## src/regex_pkg.sv

```systemverilog
////////////////////////////////////////////////////////////////////////////
// shared formats of the regex basic block
// PCs, characters, the 16-bit instruction word and the tagged PC used
// on the input and output PC ports; modules refer to them as regex_pkg::name
////////////////////////////////////////////////////////////////////////////
package regex_pkg;

    // a PC is as wide as the instruction operand
    localparam int PC_WIDTH        = 8;
    localparam int CHARACTER_WIDTH = 8;
    localparam int I_WIDTH         = 16;

    typedef logic [PC_WIDTH-1:0]        pc_t;
    typedef logic [CHARACTER_WIDTH-1:0] char_t;

    // codes above OP_JMP are illegal and emit nothing
    typedef enum logic [2:0] {
        OP_ACCEPT = 3'd0,
        OP_CHAR   = 3'd1,
        OP_SPLIT  = 3'd2,
        OP_JMP    = 3'd3
    } opcode_e;

    // opcode in 15..13, reserved bits 12..8, operand in 7..0
    typedef struct packed {
        opcode_e                        opcode;
        logic [I_WIDTH-PC_WIDTH-4:0]    reserved;
        pc_t                            operand;
    } instr_t;

    // bit 0 set means the pc belongs to the current character
    typedef struct packed {
        pc_t  pc;
        logic current;
    } tagged_pc_t;

endpackage

```

## src/pc_fifo.sv

```systemverilog
////////////////////////////////////////////////////////////////////////////
// synchronous FIFO of program counters
// valid/ready on both sides, holds 2^FIFO_COUNT_WIDTH - 1 entries so the
// occupancy count fits its width; written data shows at the head next cycle
////////////////////////////////////////////////////////////////////////////
`timescale 1ns/1ps

module pc_fifo #(
    parameter int FIFO_COUNT_WIDTH = 3
)(
    input  logic                        clk,
    input  logic                        rst,
    input  logic                        in_valid,
    input  regex_pkg::pc_t              in_data,
    output logic                        in_ready,
    output logic                        out_valid,
    output regex_pkg::pc_t              out_data,
    input  logic                        out_ready,
    output logic [FIFO_COUNT_WIDTH-1:0] count
);
    localparam int CAPACITY = (1 << FIFO_COUNT_WIDTH) - 1;

    // one slot more than the capacity so the pointers wrap on their own
    regex_pkg::pc_t              mem [0:CAPACITY];
    logic [FIFO_COUNT_WIDTH-1:0] wr_ptr;
    logic [FIFO_COUNT_WIDTH-1:0] rd_ptr;
    logic                        push;
    logic                        pop;

    assign in_ready  = count != FIFO_COUNT_WIDTH'(CAPACITY);
    assign out_valid = count != '0;
    assign out_data  = mem[rd_ptr];
    assign push      = in_valid && in_ready;
    assign pop       = out_valid && out_ready;

    always_ff @(posedge clk)
    begin
        if (push)
        begin
            mem[wr_ptr] <= in_data;
        end
    end

    always_ff @(posedge clk)
    begin
        if (rst)
        begin
            wr_ptr <= '0;
            rd_ptr <= '0;
            count  <= '0;
        end
        else
        begin
            if (push)
            begin
                wr_ptr <= wr_ptr + 1'b1;
            end
            if (pop)
            begin
                rd_ptr <= rd_ptr + 1'b1;
            end
            // simultaneous push and pop leaves the count alone
            case ({push, pop})
                2'b10:   count <= count + 1'b1;
                2'b01:   count <= count - 1'b1;
                default: count <= count;
            endcase
        end
    end

    // occupancy always equals the distance between the pointers
    a_count_matches_ptrs: assert property (@(posedge clk) disable iff (rst)
        count == FIFO_COUNT_WIDTH'(wr_ptr - rd_ptr));

    // a waiting head entry is never overwritten by a push
    a_head_stable: assert property (@(posedge clk) disable iff (rst)
        (out_valid && !out_ready) |=> (out_valid && $stable(out_data)));

endmodule

```

## src/ping_pong_buffer.sv

```systemverilog
////////////////////////////////////////////////////////////////////////////
// current and next character PC storage built from two FIFOs
// the even and odd FIFOs swap current and next roles with the parity of
// the character; the next-character side is never dequeued
////////////////////////////////////////////////////////////////////////////
`timescale 1ns/1ps

module ping_pong_buffer #(
    parameter int FIFO_COUNT_WIDTH = 3
)(
    input  logic                        clk,
    input  logic                        rst,
    input  logic                        cur_is_even_character,
    input  logic                        cur_in_valid,
    input  regex_pkg::pc_t              cur_in_data,
    output logic                        cur_in_ready,
    output logic                        cur_out_valid,
    output regex_pkg::pc_t              cur_out_data,
    input  logic                        cur_out_ready,
    output logic [FIFO_COUNT_WIDTH-1:0] cur_count,
    input  logic                        next_in_valid,
    input  regex_pkg::pc_t              next_in_data,
    output logic                        next_in_ready
);
    // even FIFO side
    logic                        even_in_valid;
    regex_pkg::pc_t              even_in_data;
    logic                        even_in_ready;
    logic                        even_out_valid;
    regex_pkg::pc_t              even_out_data;
    logic                        even_out_ready;
    logic [FIFO_COUNT_WIDTH-1:0] even_count;
    // odd FIFO side
    logic                        odd_in_valid;
    regex_pkg::pc_t              odd_in_data;
    logic                        odd_in_ready;
    logic                        odd_out_valid;
    regex_pkg::pc_t              odd_out_data;
    logic                        odd_out_ready;
    logic [FIFO_COUNT_WIDTH-1:0] odd_count;

    ////////////////////////////////////////////////////////////////////////////
    // role steering
    ////////////////////////////////////////////////////////////////////////////

    // write side follows the parity
    assign even_in_valid = cur_is_even_character ? cur_in_valid : next_in_valid;
    assign even_in_data  = cur_is_even_character ? cur_in_data  : next_in_data;
    assign odd_in_valid  = cur_is_even_character ? next_in_valid : cur_in_valid;
    assign odd_in_data   = cur_is_even_character ? next_in_data  : cur_in_data;
    assign cur_in_ready  = cur_is_even_character ? even_in_ready : odd_in_ready;
    assign next_in_ready = cur_is_even_character ? odd_in_ready  : even_in_ready;

    // only the current role may be dequeued
    assign even_out_ready = cur_is_even_character && cur_out_ready;
    assign odd_out_ready  = !cur_is_even_character && cur_out_ready;

    assign cur_out_valid = cur_is_even_character ? even_out_valid : odd_out_valid;
    assign cur_out_data  = cur_is_even_character ? even_out_data  : odd_out_data;
    assign cur_count     = cur_is_even_character ? even_count     : odd_count;

    pc_fifo #(
        .FIFO_COUNT_WIDTH (FIFO_COUNT_WIDTH)
    ) i_even_fifo (
        .clk       (clk),
        .rst       (rst),
        .in_valid  (even_in_valid),
        .in_data   (even_in_data),
        .in_ready  (even_in_ready),
        .out_valid (even_out_valid),
        .out_data  (even_out_data),
        .out_ready (even_out_ready),
        .count     (even_count)
    );

    pc_fifo #(
        .FIFO_COUNT_WIDTH (FIFO_COUNT_WIDTH)
    ) i_odd_fifo (
        .clk       (clk),
        .rst       (rst),
        .in_valid  (odd_in_valid),
        .in_data   (odd_in_data),
        .in_ready  (odd_in_ready),
        .out_valid (odd_out_valid),
        .out_data  (odd_out_data),
        .out_ready (odd_out_ready),
        .count     (odd_count)
    );

endmodule

```

## src/instr_fetch.sv

```systemverilog
////////////////////////////////////////////////////////////////////////////
// instruction fetch adapter between the CPU and a wider memory
// splits an instruction address into word address and slot, keeps the slot
// from the transfer and selects the 16-bit instruction from the next word
////////////////////////////////////////////////////////////////////////////
`timescale 1ns/1ps

module instr_fetch #(
    parameter int MEMORY_WIDTH      = 32,
    parameter int MEMORY_ADDR_WIDTH = 7
)(
    input  logic                         clk,
    input  logic                         fetch_valid,
    input  regex_pkg::pc_t               fetch_addr,
    output logic                         fetch_ready,
    output regex_pkg::instr_t            instr,
    output logic                         memory_valid,
    output logic [MEMORY_ADDR_WIDTH-1:0] memory_addr,
    input  logic                         memory_ready,
    input  logic [MEMORY_WIDTH-1:0]      memory_data
);
    // instructions per memory word, a power of two
    localparam int WORDS     = MEMORY_WIDTH / regex_pkg::I_WIDTH;
    localparam int SEL_WIDTH = (WORDS > 1) ? $clog2(WORDS) : 1;

    logic [SEL_WIDTH-1:0] sel_q;

    // request side is purely combinational
    assign memory_valid = fetch_valid;
    assign fetch_ready  = memory_ready;
    assign memory_addr  = MEMORY_ADDR_WIDTH'(fetch_addr / WORDS);

    // slot of the accepted request, used when the word comes back
    always_ff @(posedge clk)
    begin
        if (fetch_valid && memory_ready)
        begin
            sel_q <= SEL_WIDTH'(fetch_addr % WORDS);
        end
    end

    // low slot sits in the low bits of the word
    assign instr = regex_pkg::instr_t'(memory_data[sel_q*regex_pkg::I_WIDTH +: regex_pkg::I_WIDTH]);

endmodule

```

## src/regex_cpu.sv

```systemverilog
////////////////////////////////////////////////////////////////////////////
// regex CPU executing one PC at a time
// fetches the instruction of the PC, decodes it against the current
// character and emits the resulting tagged PCs over valid/ready
////////////////////////////////////////////////////////////////////////////
`timescale 1ns/1ps

module regex_cpu (
    input  logic                     clk,
    input  logic                     rst,
    input  regex_pkg::char_t         current_character,
    input  logic                     pc_in_valid,
    input  regex_pkg::pc_t           pc_in,
    output logic                     pc_in_ready,
    output logic                     fetch_valid,
    output regex_pkg::pc_t           fetch_addr,
    input  logic                     fetch_ready,
    input  regex_pkg::instr_t        instr,
    output logic                     output_pc_valid,
    output regex_pkg::tagged_pc_t    output_pc_and_current,
    input  logic                     output_pc_ready,
    output logic                     accepts,
    output logic                     busy
);
    typedef enum logic [2:0] {
        IDLE,
        FETCH,
        DECODE,
        EMIT_FIRST,
        EMIT_SECOND
    } state_e;

    state_e         state;
    regex_pkg::pc_t pc_q;
    regex_pkg::pc_t pc_next;
    // pc and tag presented on the output
    regex_pkg::pc_t emit_pc_q;
    logic           emit_cur_q;
    // second target of a split
    regex_pkg::pc_t split_pc_q;
    logic           split_q;

    assign pc_next = pc_q + 1'b1;

    assign pc_in_ready     = state == IDLE;
    assign busy            = state != IDLE;
    assign fetch_valid     = state == FETCH;
    assign fetch_addr      = pc_q;
    assign output_pc_valid = (state == EMIT_FIRST) || (state == EMIT_SECOND);
    assign output_pc_and_current = '{pc: emit_pc_q, current: emit_cur_q};

    // match pulse lasts only the decode cycle
    assign accepts = (state == DECODE) && (instr.opcode == regex_pkg::OP_ACCEPT);

    ////////////////////////////////////////////////////////////////////////////
    // control
    ////////////////////////////////////////////////////////////////////////////
    always_ff @(posedge clk)
    begin
        if (rst)
        begin
            state <= IDLE;
        end
        else
        begin
            case (state)
                IDLE:
                begin
                    if (pc_in_valid)
                    begin
                        pc_q  <= pc_in;
                        state <= FETCH;
                    end
                end
                // wait here until memory accepts the address
                FETCH:
                begin
                    if (fetch_ready)
                    begin
                        state <= DECODE;
                    end
                end
                // instruction word is on instr in this cycle only
                DECODE:
                begin
                    split_q    <= 1'b0;
                    split_pc_q <= instr.operand;
                    case (instr.opcode)
                        regex_pkg::OP_CHAR:
                        begin
                            // a match moves on to the next character
                            emit_pc_q  <= pc_next;
                            emit_cur_q <= 1'b0;
                            state      <= (instr.operand == current_character) ? EMIT_FIRST : IDLE;
                        end
                        regex_pkg::OP_JMP:
                        begin
                            emit_pc_q  <= instr.operand;
                            emit_cur_q <= 1'b1;
                            state      <= EMIT_FIRST;
                        end
                        regex_pkg::OP_SPLIT:
                        begin
                            // fall-through first, jump target second
                            emit_pc_q  <= pc_next;
                            emit_cur_q <= 1'b1;
                            split_q    <= 1'b1;
                            state      <= EMIT_FIRST;
                        end
                        // accept and illegal codes emit nothing
                        default:
                        begin
                            state <= IDLE;
                        end
                    endcase
                end
                EMIT_FIRST:
                begin
                    if (output_pc_ready)
                    begin
                        emit_pc_q <= split_pc_q;
                        state     <= split_q ? EMIT_SECOND : IDLE;
                    end
                end
                EMIT_SECOND:
                begin
                    if (output_pc_ready)
                    begin
                        state <= IDLE;
                    end
                end
                default:
                begin
                    state <= IDLE;
                end
            endcase
        end
    end

    // a stalled output keeps its pc and tag until taken
    a_output_stable: assert property (@(posedge clk) disable iff (rst)
        (output_pc_valid && !output_pc_ready)
        |=> (output_pc_valid && $stable(output_pc_and_current)));

endmodule

```

## src/engine.sv

```systemverilog
////////////////////////////////////////////////////////////////////////////
// basic block of the regex matching engine
// tagged PCs go into a ping-pong pair of FIFOs, the regex CPU drains the
// current-character FIFO while enable is high and fetches from wide memory
////////////////////////////////////////////////////////////////////////////
`timescale 1ns/1ps

module engine #(
    parameter int FIFO_COUNT_WIDTH  = 3,
    parameter int MEMORY_WIDTH      = 32,
    parameter int MEMORY_ADDR_WIDTH = 7
)(
    input  logic                         clk,
    input  logic                         rst,
    output logic                         accepts,
    output logic                         running,
    input  logic                         enable,
    output logic                         full,
    input  logic                         cur_is_even_character,
    input  regex_pkg::char_t             current_character,
    input  logic                         input_pc_valid,
    input  regex_pkg::tagged_pc_t        input_pc_and_current,
    output logic                         input_pc_ready,
    output logic [FIFO_COUNT_WIDTH-1:0]  input_pc_latency,
    output logic                         memory_valid,
    output logic [MEMORY_ADDR_WIDTH-1:0] memory_addr,
    input  logic                         memory_ready,
    input  logic [MEMORY_WIDTH-1:0]      memory_data,
    output logic                         output_pc_valid,
    output regex_pkg::tagged_pc_t        output_pc_and_current,
    input  logic                         output_pc_ready
);
    // FIFO pair
    logic                        cur_in_valid;
    logic                        cur_in_ready;
    logic                        cur_out_valid;
    regex_pkg::pc_t              cur_out_data;
    logic                        cur_out_ready;
    logic [FIFO_COUNT_WIDTH-1:0] cur_count;
    logic                        next_in_valid;
    logic                        next_in_ready;
    // CPU side
    logic                        cpu_pc_in_valid;
    logic                        cpu_pc_in_ready;
    logic                        cpu_busy;
    logic                        fetch_valid;
    logic                        fetch_ready;
    regex_pkg::pc_t              fetch_addr;
    regex_pkg::instr_t           instr;

    ////////////////////////////////////////////////////////////////////////////
    // input demux and status
    ////////////////////////////////////////////////////////////////////////////

    // ready waits for both FIFOs so it never depends on the tag
    assign input_pc_ready = cur_in_ready && next_in_ready;
    assign full           = !input_pc_ready;
    assign cur_in_valid   = input_pc_valid && input_pc_ready && input_pc_and_current.current;
    assign next_in_valid  = input_pc_valid && input_pc_ready && !input_pc_and_current.current;

    // latency looks at the current FIFO only and saturates at all ones
    assign input_pc_latency = (&cur_count) ? cur_count : cur_count + 1'b1;
    assign running          = cur_out_valid || cpu_busy;

    // enable lets the CPU take pcs from the current FIFO
    assign cpu_pc_in_valid = enable && cur_out_valid;
    assign cur_out_ready   = enable && cpu_pc_in_ready;

    ping_pong_buffer #(
        .FIFO_COUNT_WIDTH (FIFO_COUNT_WIDTH)
    ) i_buffer (
        .clk                   (clk),
        .rst                   (rst),
        .cur_is_even_character (cur_is_even_character),
        .cur_in_valid          (cur_in_valid),
        .cur_in_data           (input_pc_and_current.pc),
        .cur_in_ready          (cur_in_ready),
        .cur_out_valid         (cur_out_valid),
        .cur_out_data          (cur_out_data),
        .cur_out_ready         (cur_out_ready),
        .cur_count             (cur_count),
        .next_in_valid         (next_in_valid),
        .next_in_data          (input_pc_and_current.pc),
        .next_in_ready         (next_in_ready)
    );

    regex_cpu i_cpu (
        .clk                   (clk),
        .rst                   (rst),
        .current_character     (current_character),
        .pc_in_valid           (cpu_pc_in_valid),
        .pc_in                 (cur_out_data),
        .pc_in_ready           (cpu_pc_in_ready),
        .fetch_valid           (fetch_valid),
        .fetch_addr            (fetch_addr),
        .fetch_ready           (fetch_ready),
        .instr                 (instr),
        .output_pc_valid       (output_pc_valid),
        .output_pc_and_current (output_pc_and_current),
        .output_pc_ready       (output_pc_ready),
        .accepts               (accepts),
        .busy                  (cpu_busy)
    );

    instr_fetch #(
        .MEMORY_WIDTH      (MEMORY_WIDTH),
        .MEMORY_ADDR_WIDTH (MEMORY_ADDR_WIDTH)
    ) i_fetch (
        .clk          (clk),
        .fetch_valid  (fetch_valid),
        .fetch_addr   (fetch_addr),
        .fetch_ready  (fetch_ready),
        .instr        (instr),
        .memory_valid (memory_valid),
        .memory_addr  (memory_addr),
        .memory_ready (memory_ready),
        .memory_data  (memory_data)
    );

endmodule

```

## config.mk

```make
export PLATFORM = sky130hd
export DESIGN_NAME = engine
export DESIGN_NICKNAME = d
export VERILOG_FILES = /design/src/regex_pkg.sv /design/src/pc_fifo.sv /design/src/ping_pong_buffer.sv /design/src/instr_fetch.sv /design/src/regex_cpu.sv /design/src/engine.sv
export SDC_FILE = /design/constraint.sdc
export NUM_CORES = 1
export LEC_CHECK = 0
export BUFFER_PORTS_ARGS = -buffer_cell sky130_fd_sc_hd__buf_2
export CAP_MARGIN = 25
export CORE_MARGIN = 5
export CORE_UTILIZATION = 25
export CTS_CLUSTER_SIZE = 25
export DETAILED_ROUTE_END_ITERATION = 8
export PLACE_DENSITY_LB_ADDON = 0.05
export RECOVER_POWER = 100
export SYNTH_ARGS = -nofsm -noshare
export SYNTH_HDL_FRONTEND = slang
export SYNTH_SLANG_ARGS = --single-unit
```

## constraint.sdc

```tcl
create_clock -name clk -period 2.8 [get_ports clk]
set_clock_uncertainty 0.1 [all_clocks]
set_input_delay 0.14 -clock clk [delete_from_list [all_inputs] [get_ports clk]]
set_output_delay 0.14 -clock clk [all_outputs]
set_load 0.05 [all_outputs]
```

* Word level (Yosys, flattened, before mapping)
Memory sizes are Yosys's and may differ from the RTL's. A register that Yosys moved wholly into a read port is not among the register bits.
Cells that the tools add are included.
W data, S select, Z words.
** Word-level totals
- Memories :: 2
- Output and inout bits :: 25
- RAM bits :: 128
- Word-level logic and storage cells :: 113
- Input port bits :: 56
- Register bits after elaboration :: 48
** Operators by class
- Multiplexer cells :: 31
- Reductions and logical operators :: 36
- Bitwise gates (word level) :: 1
- Add/subtract/negate cells :: 10
- Shift operators :: 1
- Equal/unequal tests :: 19
** Memory list
- i_buffer.i_even_fifo.mem :: words 8, bits a word 8, rd ports 1, clocked after Yosys merged registers in 1, write ports 1, RTL line pc_fifo.sv:24 : regex_pkg::pc_t mem [0:CAPACITY];
- i_buffer.i_odd_fifo.mem :: words 8, bits a word 8, rd ports 1, clocked after Yosys merged registers in 1, write ports 1, RTL line pc_fifo.sv:24
** Operators by type and width (count)
- $mux W3 :: 11
- $pmux W8 S2 :: 2
- $shiftx A32 B6 Y16 :: 1
- $add A3 B1 Y3 const B :: 7
- $pmux W3 S2 :: 3
- $mux W8 :: 2
- $pmux W3 S5 :: 1
- $logic_and A1 B1 Y1 :: 14
- $eq A3 B2 Y1 const B :: 4
- $mux W1 :: 10
- $ne A3 B3 Y1 const B :: 3
- $reduce_and A3 Y1 :: 3
- $reduce_bool A3 Y1 :: 3
- $add A8 B1 Y8 const B :: 1
- $eq A8 B8 Y1 :: 1
- $ne A2 B2 Y1 const B :: 4
- $reduce_and A4 Y1 :: 2
- $reduce_bool A2 Y1 :: 4
- $eq A3 B1 Y1 const B :: 2
- $logic_not A3 Y1 :: 2
- $sub A3 B1 Y3 const B :: 2
- $eq A2 B1 Y1 const B :: 2
- $eq A2 B2 Y1 const B :: 2
- $reduce_or A2 Y1 :: 2
- 7 further kinds :: 10

* Longest topological paths before layout
Gate-level depths: netlist of run 1.
- Word-level depth :: 9
- Depth in mapped cells :: 11

* Cells and area by module
Synthesis of run 1 repeated with hierarchy kept, for this count alone.
** Second synthesis, totals
- Cells, all modules :: 521
- Area, all modules :: 8516.9 um2
** By module, submodules not included
- pc_fifo :: area an instance 3040.4 um2, seq. area each 2162.1 um2, cells an instance 159, instances 2
- regex_cpu :: area an instance 1450.1 um2, seq. area each 840.8 um2, cells an instance 124, instances 1
- ping_pong_buffer :: area an instance 544.3 um2, seq. area each 0.0 um2, cells an instance 38, instances 1
- instr_fetch :: area an instance 352.8 um2, seq. area each 30.0 um2, cells an instance 29, instances 1
- engine :: area an instance 88.8 um2, seq. area each 0.0 um2, cells an instance 12, instances 1

* Worst setup path before layout of run 1
Ideal clock, no wire load.
- Path kind :: register -> register
- From :: register i_cpu.state[0]
- To :: register i_buffer.i_even_fifo.count[2]
- Stages on the path, launching flop included :: 9
- Clock period less this slack :: 2.529 ns
- Setup time :: 0.070 ns
- Arrival time :: 2.358 ns
- Path slack :: 0.271 ns
- Required time :: 2.630 ns
- Cell sequence :: dfxtp_1 or4b_4 nor3b_4 ha_1 inv_1 fa_1 xor2_1 or3_1 a21oi_1
** Between the ends
- Longest elaborated chain between the ends :: 6
- Elaborated cells between the ends (all ways) :: 8
** RTL lines
- start, declared :: RTL line regex_cpu.sv:33 : state_e state;
- start signal, assigned :: RTL line regex_cpu.sv:94 : state <= (instr.operand == current_character) ? EMIT_FIRST : IDLE;
- start signal, assigned :: RTL line regex_cpu.sv:122 : state <= split_q ? EMIT_SECOND : IDLE;
- $logic_not A3 Y1 (*) :: RTL line regex_cpu.sv:45 : assign pc_in_ready = state == IDLE;
- $logic_and A1 B1 Y1 (*) :: RTL line engine.sv:67 : assign cur_out_ready = enable && cpu_pc_in_ready;
- $logic_and A1 B1 Y1 (*) :: RTL line ping_pong_buffer.sv:55 : assign even_out_ready = cur_is_even_character && cur_out_ready;
- $logic_and A1 B1 Y1 (*) :: RTL line pc_fifo.sv:34 : assign pop = out_valid && out_ready;
- via i_buffer.i_even_fifo.pop :: RTL line pc_fifo.sv:28 : logic pop;
- $eq A2 B1 Y1 or $eq A2 B2 Y1 (tied branches) :: RTL line pc_fifo.sv:63 : case ({push, pop})
- $pmux W3 S2 or $reduce_bool A2 Y1 (tied branches)
- end signal, assigned :: RTL line pc_fifo.sv:64 : 2'b10: count <= count + 1'b1;
- end signal, assigned :: RTL line pc_fifo.sv:65 : 2'b01: count <= count - 1'b1;
- end signal, assigned :: RTL line pc_fifo.sv:66 : default: count <= count;
- end, declared :: RTL line pc_fifo.sv:19 : output logic [FIFO_COUNT_WIDTH-1:0] count
Mark *: on every way through the listed nets, which the timed path passes. The rest lies on a longest branch.
A chain may end at the register's enable or synchronous reset.

* Worst setup path in the final report of run 1
- From :: register i_cpu.state[0]
- To :: register i_buffer.i_odd_fifo.count[2]
** Between the ends
- Longest elaborated chain between the ends :: 6
- Elaborated cells between the ends (all ways) :: 8
** RTL lines
- $logic_not A3 Y1 (*) :: RTL line regex_cpu.sv:45
- $logic_and A1 B1 Y1 (*) :: RTL line engine.sv:67
- $logic_and A1 B1 Y1 (*) :: RTL line ping_pong_buffer.sv:56 : assign odd_out_ready = !cur_is_even_character && cur_out_ready;
- $logic_and A1 B1 Y1 (*) :: RTL line pc_fifo.sv:34
- via i_buffer.i_odd_fifo.pop :: RTL line pc_fifo.sv:28
- $eq A2 B1 Y1 or $eq A2 B2 Y1 (tied branches) :: RTL line pc_fifo.sv:63
- $pmux W3 S2 or $reduce_bool A2 Y1 (tied branches)
- end signal, assigned :: RTL line pc_fifo.sv:64
- end signal, assigned :: RTL line pc_fifo.sv:65
- end signal, assigned :: RTL line pc_fifo.sv:66
- end, declared :: RTL line pc_fifo.sv:19
Marks and branches as above.

==> results of run 1 <==
==> cells by family (layout without fill, tap and decap cells) <==
family          Yosys count  in the layout  synth area share [%]
compound gates           50             50                 3.935
fa+ha+maj                10             10                 1.799
buf+inv                  47            168                 2.907
mux                      61             61                 13.19
xor+xnor                 31             31                 3.485
flops                   182            182                 66.69
simple gates            120            120                 7.999
==> path summary, 6_finish.rpt <==
| kind | startpoint | cells past startpoint | slack [ps] | to |
|---|---|---|---|---|
| hold reg to reg | i_buffer.i_even_fifo.wr_ptr[1] | 2 | 400 | i_buffer.i_even_fifo.wr_ptr[1] |
| hold / removal | memory_ready | 4 | 50 | i_cpu.state[0] |
| setup / recovery | i_cpu.state[0] | 8 | 200 | i_buffer.i_odd_fifo.count[2] |
| setup reg to reg | i_cpu.state[0] | 8 | 200 | i_buffer.i_odd_fifo.count[2] |
==> Yosys cell counts, types with 2 or more instances <==
cell | count | area share [%]
nor3b_1 | 2 | 0.19
fa_1 | 2 | 0.51
mux2i_1 | 19 | 2.4
or3_1 | 2 | 0.16
buf_2 | 7 | 0.45
nor3_2 | 2 | 0.26
nand2b_1 | 8 | 0.64
dfxtp_1 | 27 | 6.9
o21ai_0 | 7 | 0.45
and4_1 | 2 | 0.22
clkbuf_1 | 9 | 0.43
nand3_1 | 5 | 0.32
nor2b_1 | 10 | 0.80
a31oi_1 | 2 | 0.16
xnor2_1 | 11 | 1.2
nand3b_1 | 2 | 0.19
or2_2 | 2 | 0.16
nor3_1 | 12 | 0.77
ha_1 | 8 | 1.3
buf_1 | 4 | 0.19
nand2_1 | 28 | 1.3
mux4_2 | 32 | 9.3
and2_1 | 2 | 0.16
a211oi_1 | 10 | 0.96
xor2_1 | 20 | 2.2
a21oi_1 | 17 | 1.1
buf_4 | 9 | 0.87
nor2_1 | 36 | 1.7
mux2_2 | 8 | 1.2
inv_1 | 17 | 0.82
o21ai_1 | 6 | 0.39
edfxtp_1 | 155 | 60
==> repair_timing <==
item | CTS | global route
endpoints found under the hold margin | 9 | 0
hold buffers | 17 | 0
gates resized for setup | 0 | 0
==> through the flow <==
stage                     cell area [sq um]  utilization (%)  power, uW  hold slack [ps]  cells
after detailed placement               8726            28.45       4178            377.3    969
after CTS                              9425            30.73       6420            4.347   1018
after floorplan                        7790                -       3868            138.9    501
after global routing                   9269            30.22       6565            54.04   1018
after global placement                 8726            28.45       4165            380.9    969
final                                  9269            30.22       6256            53.54   1018
==> routing by layer <==
metal	global-route usage (%)	routed length, um
met3	2.597	507
met2	18.22	9124
met5	0	0
met1	13.81	8549
met4	3.027	215
==> critical path, delay by kind of cell (launching register included) <==
family                   cells  cell delay [ps]
AND/OR/NAND/NOR              3             1100
AO/OA/AOI/OAI                1              150
XOR/XNOR                     1              160
flip-flops                   1              350
adder cells (fa/ha/maj)      2              580
buffers and inverters        1               60
==> registers in the layout (all words and copies together), names as in the netlist, 8 cells and up, named ones only <==
| name | count |
|---|---|
| i_buffer.i_even_fifo.mem | 64 |
| i_buffer.i_odd_fifo.mem | 64 |
| i_cpu.emit_pc_q | 8 |
| i_cpu.fetch_addr | 8 |
| i_cpu.split_pc_q | 8 |
==> power by group <==
part	internal, uW	switching (uW)
registers	3060	65.9
clock network	1140	1040
logic	353	597
total	4550	1710
==> cell type report <==
type / count / area, sq um / share of cell area, %
flip-flops and latches: 182 / 5195 / 56.05
well taps: 396 / 495.5 / 5.346
multi-input cells: 272 / 2359 / 25.45
repair buffers: 119 / 626.9 / 6.763
clock inverters: 15 / 103.9 / 1.120
inverters: 17 / 63.81 / 0.6884
clock buffers: 17 / 425.4 / 4.590
==> run summary, run 1 <==
status = completed
crit path launch type = flop
Total Neg Setup Slack = 0 ps
I/O Buffers = 70
area of the die = 34790 sq um
cell area power density = 674.9 nW/um^2
DIE HEIGHT = 186.5 um
clk buf depth = 2
worst setup margin = 203.9 ps
layout cell share with drive strength beyond 1 = 18.81%
Post-Synthesis Cell Area = 7790 sq um
FP Rows = 64
largest net degree at the start of global routing = 28
DR pass1 iterations = 4
unrepaired setup endpoints after global routing = no
slowest stage delay, CP = 600 ps
worst slew pin tran = 1081 ps
Leakage = 0.003011 uW
Slew HR = 27.94%
CTS tree = built
Reg clk slew, reported paths = 70 ps
CP max FO = 6
Core Region = 30670 sq um
most common cell after layout, fill and taps aside = edfxtp_1
Post-route DRC = 0
Routed Antenna Nets = 0
count of final setup violators = 0
NumNets Final = 675
crit end category = flop
initial core utilization = 25.40%
area delta synth->final = 18.98%
routed vias = 4314
f_max = 385.2 MHz
I/O pins = 81
Avg Inst Size Synth = 15.55 sq um
most frequent cells in the layout = edfxtp_1 (155), clkbuf_1 (55), buf_2 (38), nor2_1 (36), mux4_2 (32)
GRT overflow = 0
CP max-delay cell = or4b_4
arrival time of the worst setup path = 2840 ps
WP data required = 3050 ps
WS Path Type = flop to flop
pre-CTS setup slack = 203.6 ps
first-pass GRT wire length = 28270 um
Distinct cells, synth = 50
All-Layer GR Usage = 10.76%
final hold viol count = 0
overall routed net length = 18400 um
Via density = 4.238
hold crit path type = input pin to flop
synthesized flop and latch total = 182
crit-path cells = or4b_4, nor3_4, ha_1, inv_1, fa_1, xor2_1, or3_1, a21oi_1
vias in the first global route = 4668
commonest register cell after synthesis = edfxtp_1
post-synth net total = 567
CTS Root Cell = clkbuf_16
CTS H-tree lvls = 4
clock tree sinks = 182
Antenna Cells = 0
post-DP HPWL = 12460 um
max cap viols = 0
Syn. warnings = 0
die width = 186.5 um
# fillers = 3098
Seq/Total Area, Yosys = 66.69%
GPL Wtd Cong = 0.7115
initial antenna violation count = 0
worst vdd ir = 351.2 uV
Async S/R FF share, synth = 0%
Post-synth EDFFs = 155
initial drt markers = 208
synthesized instance count = 501
final worst path period share = 92.72%
Final Slew Violations = 0
CTS Buf Count = 17
clk_lat worst skew = 420 ps
Routed WL per cell = 18.07 um
Post-CTS Setup Inserts = 0
post-route minimum period = 2596 ps
(Power assumes the default switching activity.)
==> inputs of run 2 (changes only) <==
--- a/config.mk
+++ b/config.mk
@@ -12,7 +12,7 @@
 export CTS_CLUSTER_SIZE = 25
 export DETAILED_ROUTE_END_ITERATION = 8
 export PLACE_DENSITY_LB_ADDON = 0.05
-export RECOVER_POWER = 100
+export RECOVER_POWER = 50
 export SYNTH_ARGS = -nofsm -noshare
 export SYNTH_HDL_FRONTEND = slang
 export SYNTH_SLANG_ARGS = --single-unit
==> run 2 against run 1 <==
  * Sequential power about the same
  * Clock power barely moved
  * Final cell count unchanged
  * Die area unchanged
  * Total power increased by 0.42%
  * Maximum frequency is essentially flat
  * Register-to-register slack barely moved
  * Critical endpoint is now i_buffer.i_even_fifo.count[2]
==> run summary, run 2 (same netlist as run 1, synthesis figures left out) <==
Slew HR = 43.68%
DIE HEIGHT = 186.5 um
Total Neg Setup Slack = 0 ps
initial core utilization = 25.40%
Via density = 4.263
f_max = 384.9 MHz
status = completed
most common cell after layout, fill and taps aside = edfxtp_1
WL met2 = 9160 um
worst reg2reg endpoint = i_buffer.i_even_fifo.count[2]
Hold-fix buffers, CTS = 17
largest net degree at the start of global routing = 28
Post-route DRC = 0
clk buf depth = 2
crit end category = flop
CP max FO = 6
worst vdd ir = 350.8 uV
WHS Path Cells = 4
Antenna Cells = 0
unrepaired setup endpoints after global routing = no
final worst path period share = 92.78%
hold crit path type = input pin to flop
R2R depth = 8
FP Rows = 64
NumNets Final = 675
first-pass GRT wire length = 28270 um
DR pass1 iterations = 4
WP data required = 3050 ps
most frequent cells in the layout = edfxtp_1 (155), buf_2 (45), nor2_1 (36), mux4_2 (32), clkbuf_1 (30)
pre-CTS setup slack = 203.6 ps
Core Region = 30670 sq um
layout cell share with drive strength beyond 1 = 24.12%
I/O pins = 81
vias in the first global route = 4668
GRT overflow = 0
worst slew pin tran = 844.8 ps
initial antenna violation count = 0
area delta synth->final = 20.32%
CTS Root Cell = clkbuf_16
biggest regs = i_buffer.i_even_fifo.mem (64), i_buffer.i_odd_fifo.mem (64)
Leakage = 0.003125 uW
Crit. Startpoint = i_cpu.state[0]
highest metal used = met4
post-route minimum period = 2598 ps
Hold Path Sink = i_cpu.state[0]
Worst Hold Launch = memory_ready
routed vias = 4340
die width = 186.5 um
met3 wire len = 524 um
flop-to-flop setup slack = 200 ps
Post-CTS Setup Inserts = 0
Routed WL per cell = 18.11 um
worst r2r src = i_cpu.state[0]
# fillers = 3076
post-DP HPWL = 12460 um
area of the die = 34790 sq um
CTS Buf Count = 17
initial drt markers = 220
crit path launch type = flop
CTS tree = built
# resized after CTS = 0
max cap viols = 0
worst setup margin = 202.2 ps
clk_lat worst skew = 420 ps
CTS H-tree lvls = 4
WS Path Type = flop to flop
clock tree sinks = 182
Reg clk slew, reported paths = 70 ps
overall routed net length = 18440 um
count of final setup violators = 0
GPL Wtd Cong = 0.7115
Tot Pwr = 6282 uW
arrival time of the worst setup path = 2850 ps
All-Layer GR Usage = 10.76%
Routed Antenna Nets = 0
final hold viol count = 0
Final Slew Violations = 0
DRT met1 WL = 8542 um
cell area power density = 670.3 nW/um^2
I/O Buffers = 70
-- run 2: changes by cell type in the layout (fill, tap and decap cells not counted), moves of 3 or more --
cell and delta:
buf_2 +7, buf_4 +20, clkbuf_1 -25, clkbuf_2 -3
mux2_1 -7, mux2_2 +6, o21ai_0 -5, o21ai_1 +5
-- run 2: worst max path at each step --
stage,to,cells after the start
4_1_cts,i_buffer.i_odd_fifo.count[2],8
2_1_floorplan,i_buffer.i_even_fifo.count[2],8
3_3_place_gp,i_buffer.i_even_fifo.count[2],8
6_report,i_buffer.i_even_fifo.count[2],8
3_5_place_dp,i_buffer.i_odd_fifo.count[2],8
5_1_grt,i_buffer.i_even_fifo.count[2],8
-- run 2: power by group --
| group | switching, uW | total [uW] | internal, uW |
|---|---|---|---|
| logic | 598 | 981 | 383 |
| clock network | 1040 | 2180 | 1140 |
| registers | 66.8 | 3130 | 3060 |
-- run 2: metal layers --
layer / track usage, % / vias up
li1: - / 2109
met1: 13.81 / 2150
met2: 18.22 / 68
met3: 2.597 / 13
met4: 3.027 / 0
met5: 0 / -
-- run 2: critical path, stage by stage (launching register included) --
cell	delay, ps
dfxtp_1	350
or4b_4	600
nor3b_4	210
ha_1	210
inv_1	70
fa_1	380
xor2_1	160
or3_1	310
a21oi_1	130
-- run 2: cell type report --
type	count	area (sq um)	share of cell area, %
Sequential cell	182	5195	55.43
Multi-Input combinational cell	272	2366	25.24
Inverter	17	63.81	0.6808
Tap cell	396	495.5	5.286
Clock inverter	15	103.9	1.108
Clock buffer	17	425.4	4.539
Timing Repair Buffer	119	723.2	7.716
-- run 2: through the flow --
step	cells	cell area (sq um)	utilization [%]	hold slack, ps
after floorplan	501	7790	-	138.9
after global placement	969	8726	28.45	380.9
after detailed placement	969	8726	28.45	377.3
after CTS	1018	9425	30.73	4.347
after global routing	1018	9373	30.56	54.04
final	1018	9373	30.56	54.78
==> inputs of run 3 (changes only) <==
--- a/config.mk
+++ b/config.mk
@@ -8,7 +8,7 @@
 export BUFFER_PORTS_ARGS = -buffer_cell sky130_fd_sc_hd__buf_2
 export CAP_MARGIN = 25
 export CORE_MARGIN = 5
-export CORE_UTILIZATION = 25
+export CORE_UTILIZATION = 50
 export CTS_CLUSTER_SIZE = 25
 export DETAILED_ROUTE_END_ITERATION = 8
 export PLACE_DENSITY_LB_ADDON = 0.05
==> run 3 against run 2 <==
  * Hold slack better by 8.9 ps
  * Clock power up 6%
  * Via count down 0.48%
  * Routed wire length down 17%
  * Critical path depth unchanged
  * Combinational power down 3.5%
  * Clock-buffer cell count up 1
  * Setup slack worse by 16 ps
  * Sequential cell count unchanged
  * Register-to-register slack worse by 20 ps
  * Total power up 1.4%
  * Critical endpoint is now i_buffer.i_odd_fifo.count[2]
  * Largest cell class unchanged
  * Highest routed layer unchanged
==> run summary, run 3 (same netlist as run 1, synthesis figures left out) <==
status = completed
I/O Buffers = 70
Via density = 5.191
cell area power density = 694.9 nW/um^2
most frequent cells in the layout = edfxtp_1 (155), buf_2 (45), nor2_1 (36), clkbuf_1 (34), mux4_2 (32)
routed vias = 4319
die width = 134.8 um
worst slew pin tran = 798.7 ps
sequential share of power = 49.1%
WS Path Type = flop to flop
slowest stage delay, CP = 600 ps
# fillers = 1189
unrepaired setup endpoints after global routing = no
vias in the first global route = 4364
WHS Path Cells = 3
DR pass1 iterations = 4
Routed WL per cell = 18.33 um
CTS Buf Count = 17
max cap viols = 0
CP max-delay cell = or4b_4
CP max FO = 6
final hold viol count = 0
overall routed net length = 15250 um
post-route minimum period = 2614 ps
hold crit path type = input pin to flop
Net Switching = 1683 uW
R2R depth = 8
layout cell share with drive strength beyond 1 = 23.35%
Leakage = 0.003138 uW
arrival time of the worst setup path = 2860 ps
Total Neg Setup Slack = 0 ps
Reg clk slew, reported paths = 70 ps
biggest regs = i_buffer.i_even_fifo.mem (64), i_buffer.i_odd_fifo.mem (64)
Antenna Cells = 0
crit-path cells = or4b_4, nor3_4, ha_1, inv_1, fa_1, xor2_1, or3_1, a21oi_1
Register Area = 5195 sq um
WP data required = 3050 ps
initial antenna violation count = 0
most common cell after layout, fill and taps aside = edfxtp_1
Sw Share = 26.42%
Core Region = 15260 sq um
area delta synth->final = 17.68%
final worst path period share = 93.36%
total internal power = 4687 uW
worst vdd ir = 448.4 uV
I/O pins = 81
Core Util, Final = 60.08%
clk_lat worst skew = 430 ps
Final Slew Violations = 0
Clock power frac = 36.1%
count of final setup violators = 0
largest net degree at the start of global routing = 28
f_max = 382.5 MHz
Slew HR = 46.75%
clock tree sinks = 182
post-DP HPWL = 10220 um
Routed Antenna Nets = 0
Buf/Inv on CP = 1
CP top delay family = simple AND/OR/NAND/NOR gates
Post-CTS Setup Inserts = 0
area of the multi-input gates = 2366 sq um
area of the die = 18180 sq um
CP Depth = 8
# resized after CTS = 0
CTS H-tree lvls = 4
CTS Root Cell = clkbuf_16
first-pass GRT wire length = 23780 um
GPL Wtd Cong = 0.7791
crit end category = flop
FP Rows = 45
crit path launch type = flop
clk buf depth = 2
GRT overflow = 0
Post-route DRC = 0
initial drt markers = 276
CTS tree = built
DIE HEIGHT = 134.8 um
flop-to-flop setup slack = 190 ps
initial core utilization = 51.05%
All-Layer GR Usage = 17.58%
combinational power share = 14.9%
NumNets Final = 674
## run 3: final timing paths
check / from / to
setup reg to reg: i_cpu.state[0] / i_buffer.i_odd_fifo.count[2]
hold reg to reg: i_buffer.i_even_fifo.wr_ptr[1] / i_buffer.i_even_fifo.wr_ptr[1]
hold / removal: memory_data[13] / i_cpu.split_q
setup / recovery: i_cpu.state[0] / i_buffer.i_odd_fifo.count[2]
## run 3: worst register-to-register path, stage by stage, from the launching register on
cell and delay [ps]:
dfxtp_1 350, or4b_4 600, nor3_4 220, ha_1 220
inv_1 70, fa_1 370, xor2_1 160, or3_1 320
a21oi_1 140
## run 3: area by class of cell
class                   count  area share, %
repair buffers            118          7.738
flip-flops and latches    182          56.67
multi-input cells         272          25.81
inverters                  17         0.6961
clock buffers              18          4.681
well taps                 211          2.880
clock inverters            14          1.529
## run 3: through the flow
stage | power, uW | cell area [sq um] | instances | hold slack, ps | setup slack (ps)
detailed placement | 4125 | 8472 | 781 | 386.8 | 155.2
finish | 6370 | 9168 | 832 | 63.67 | 185.9
global route | 6652 | 9168 | 832 | 51.17 | 22.76
global placement | 4106 | 8472 | 781 | 385.1 | 196.6
CTS | 6454 | 9231 | 832 | 0.01202 | 132.9
floorplan | 3868 | 7790 | 501 | 138.9 | 271.5
## run 3: layer usage
metal | GRT usage (%) | up-vias | share of wire, %
met5 | 0 | - | 0
met4 | 5.713 | 0 | 1.4
met3 | 4.508 | 13 | 4.7
met2 | 28.29 | 91 | 48
met1 | 23.62 | 2122 | 46
li1 | - | 2093 | -
## run 3: repair_timing
item	in CTS	in global routing
endpoints found under the setup margin	0	1
endpoints found under the hold margin	20	0
hold buffers	19	0
## run 3: power by group through the flow
stage,registers (uW),clock network [uW],logic (uW)
global placement,3180,0,928
global route,3140,2480,1040
CTS,3120,2350,977
floorplan,3190,0,679
finish,3130,2300,947
detailed placement,3180,0,941
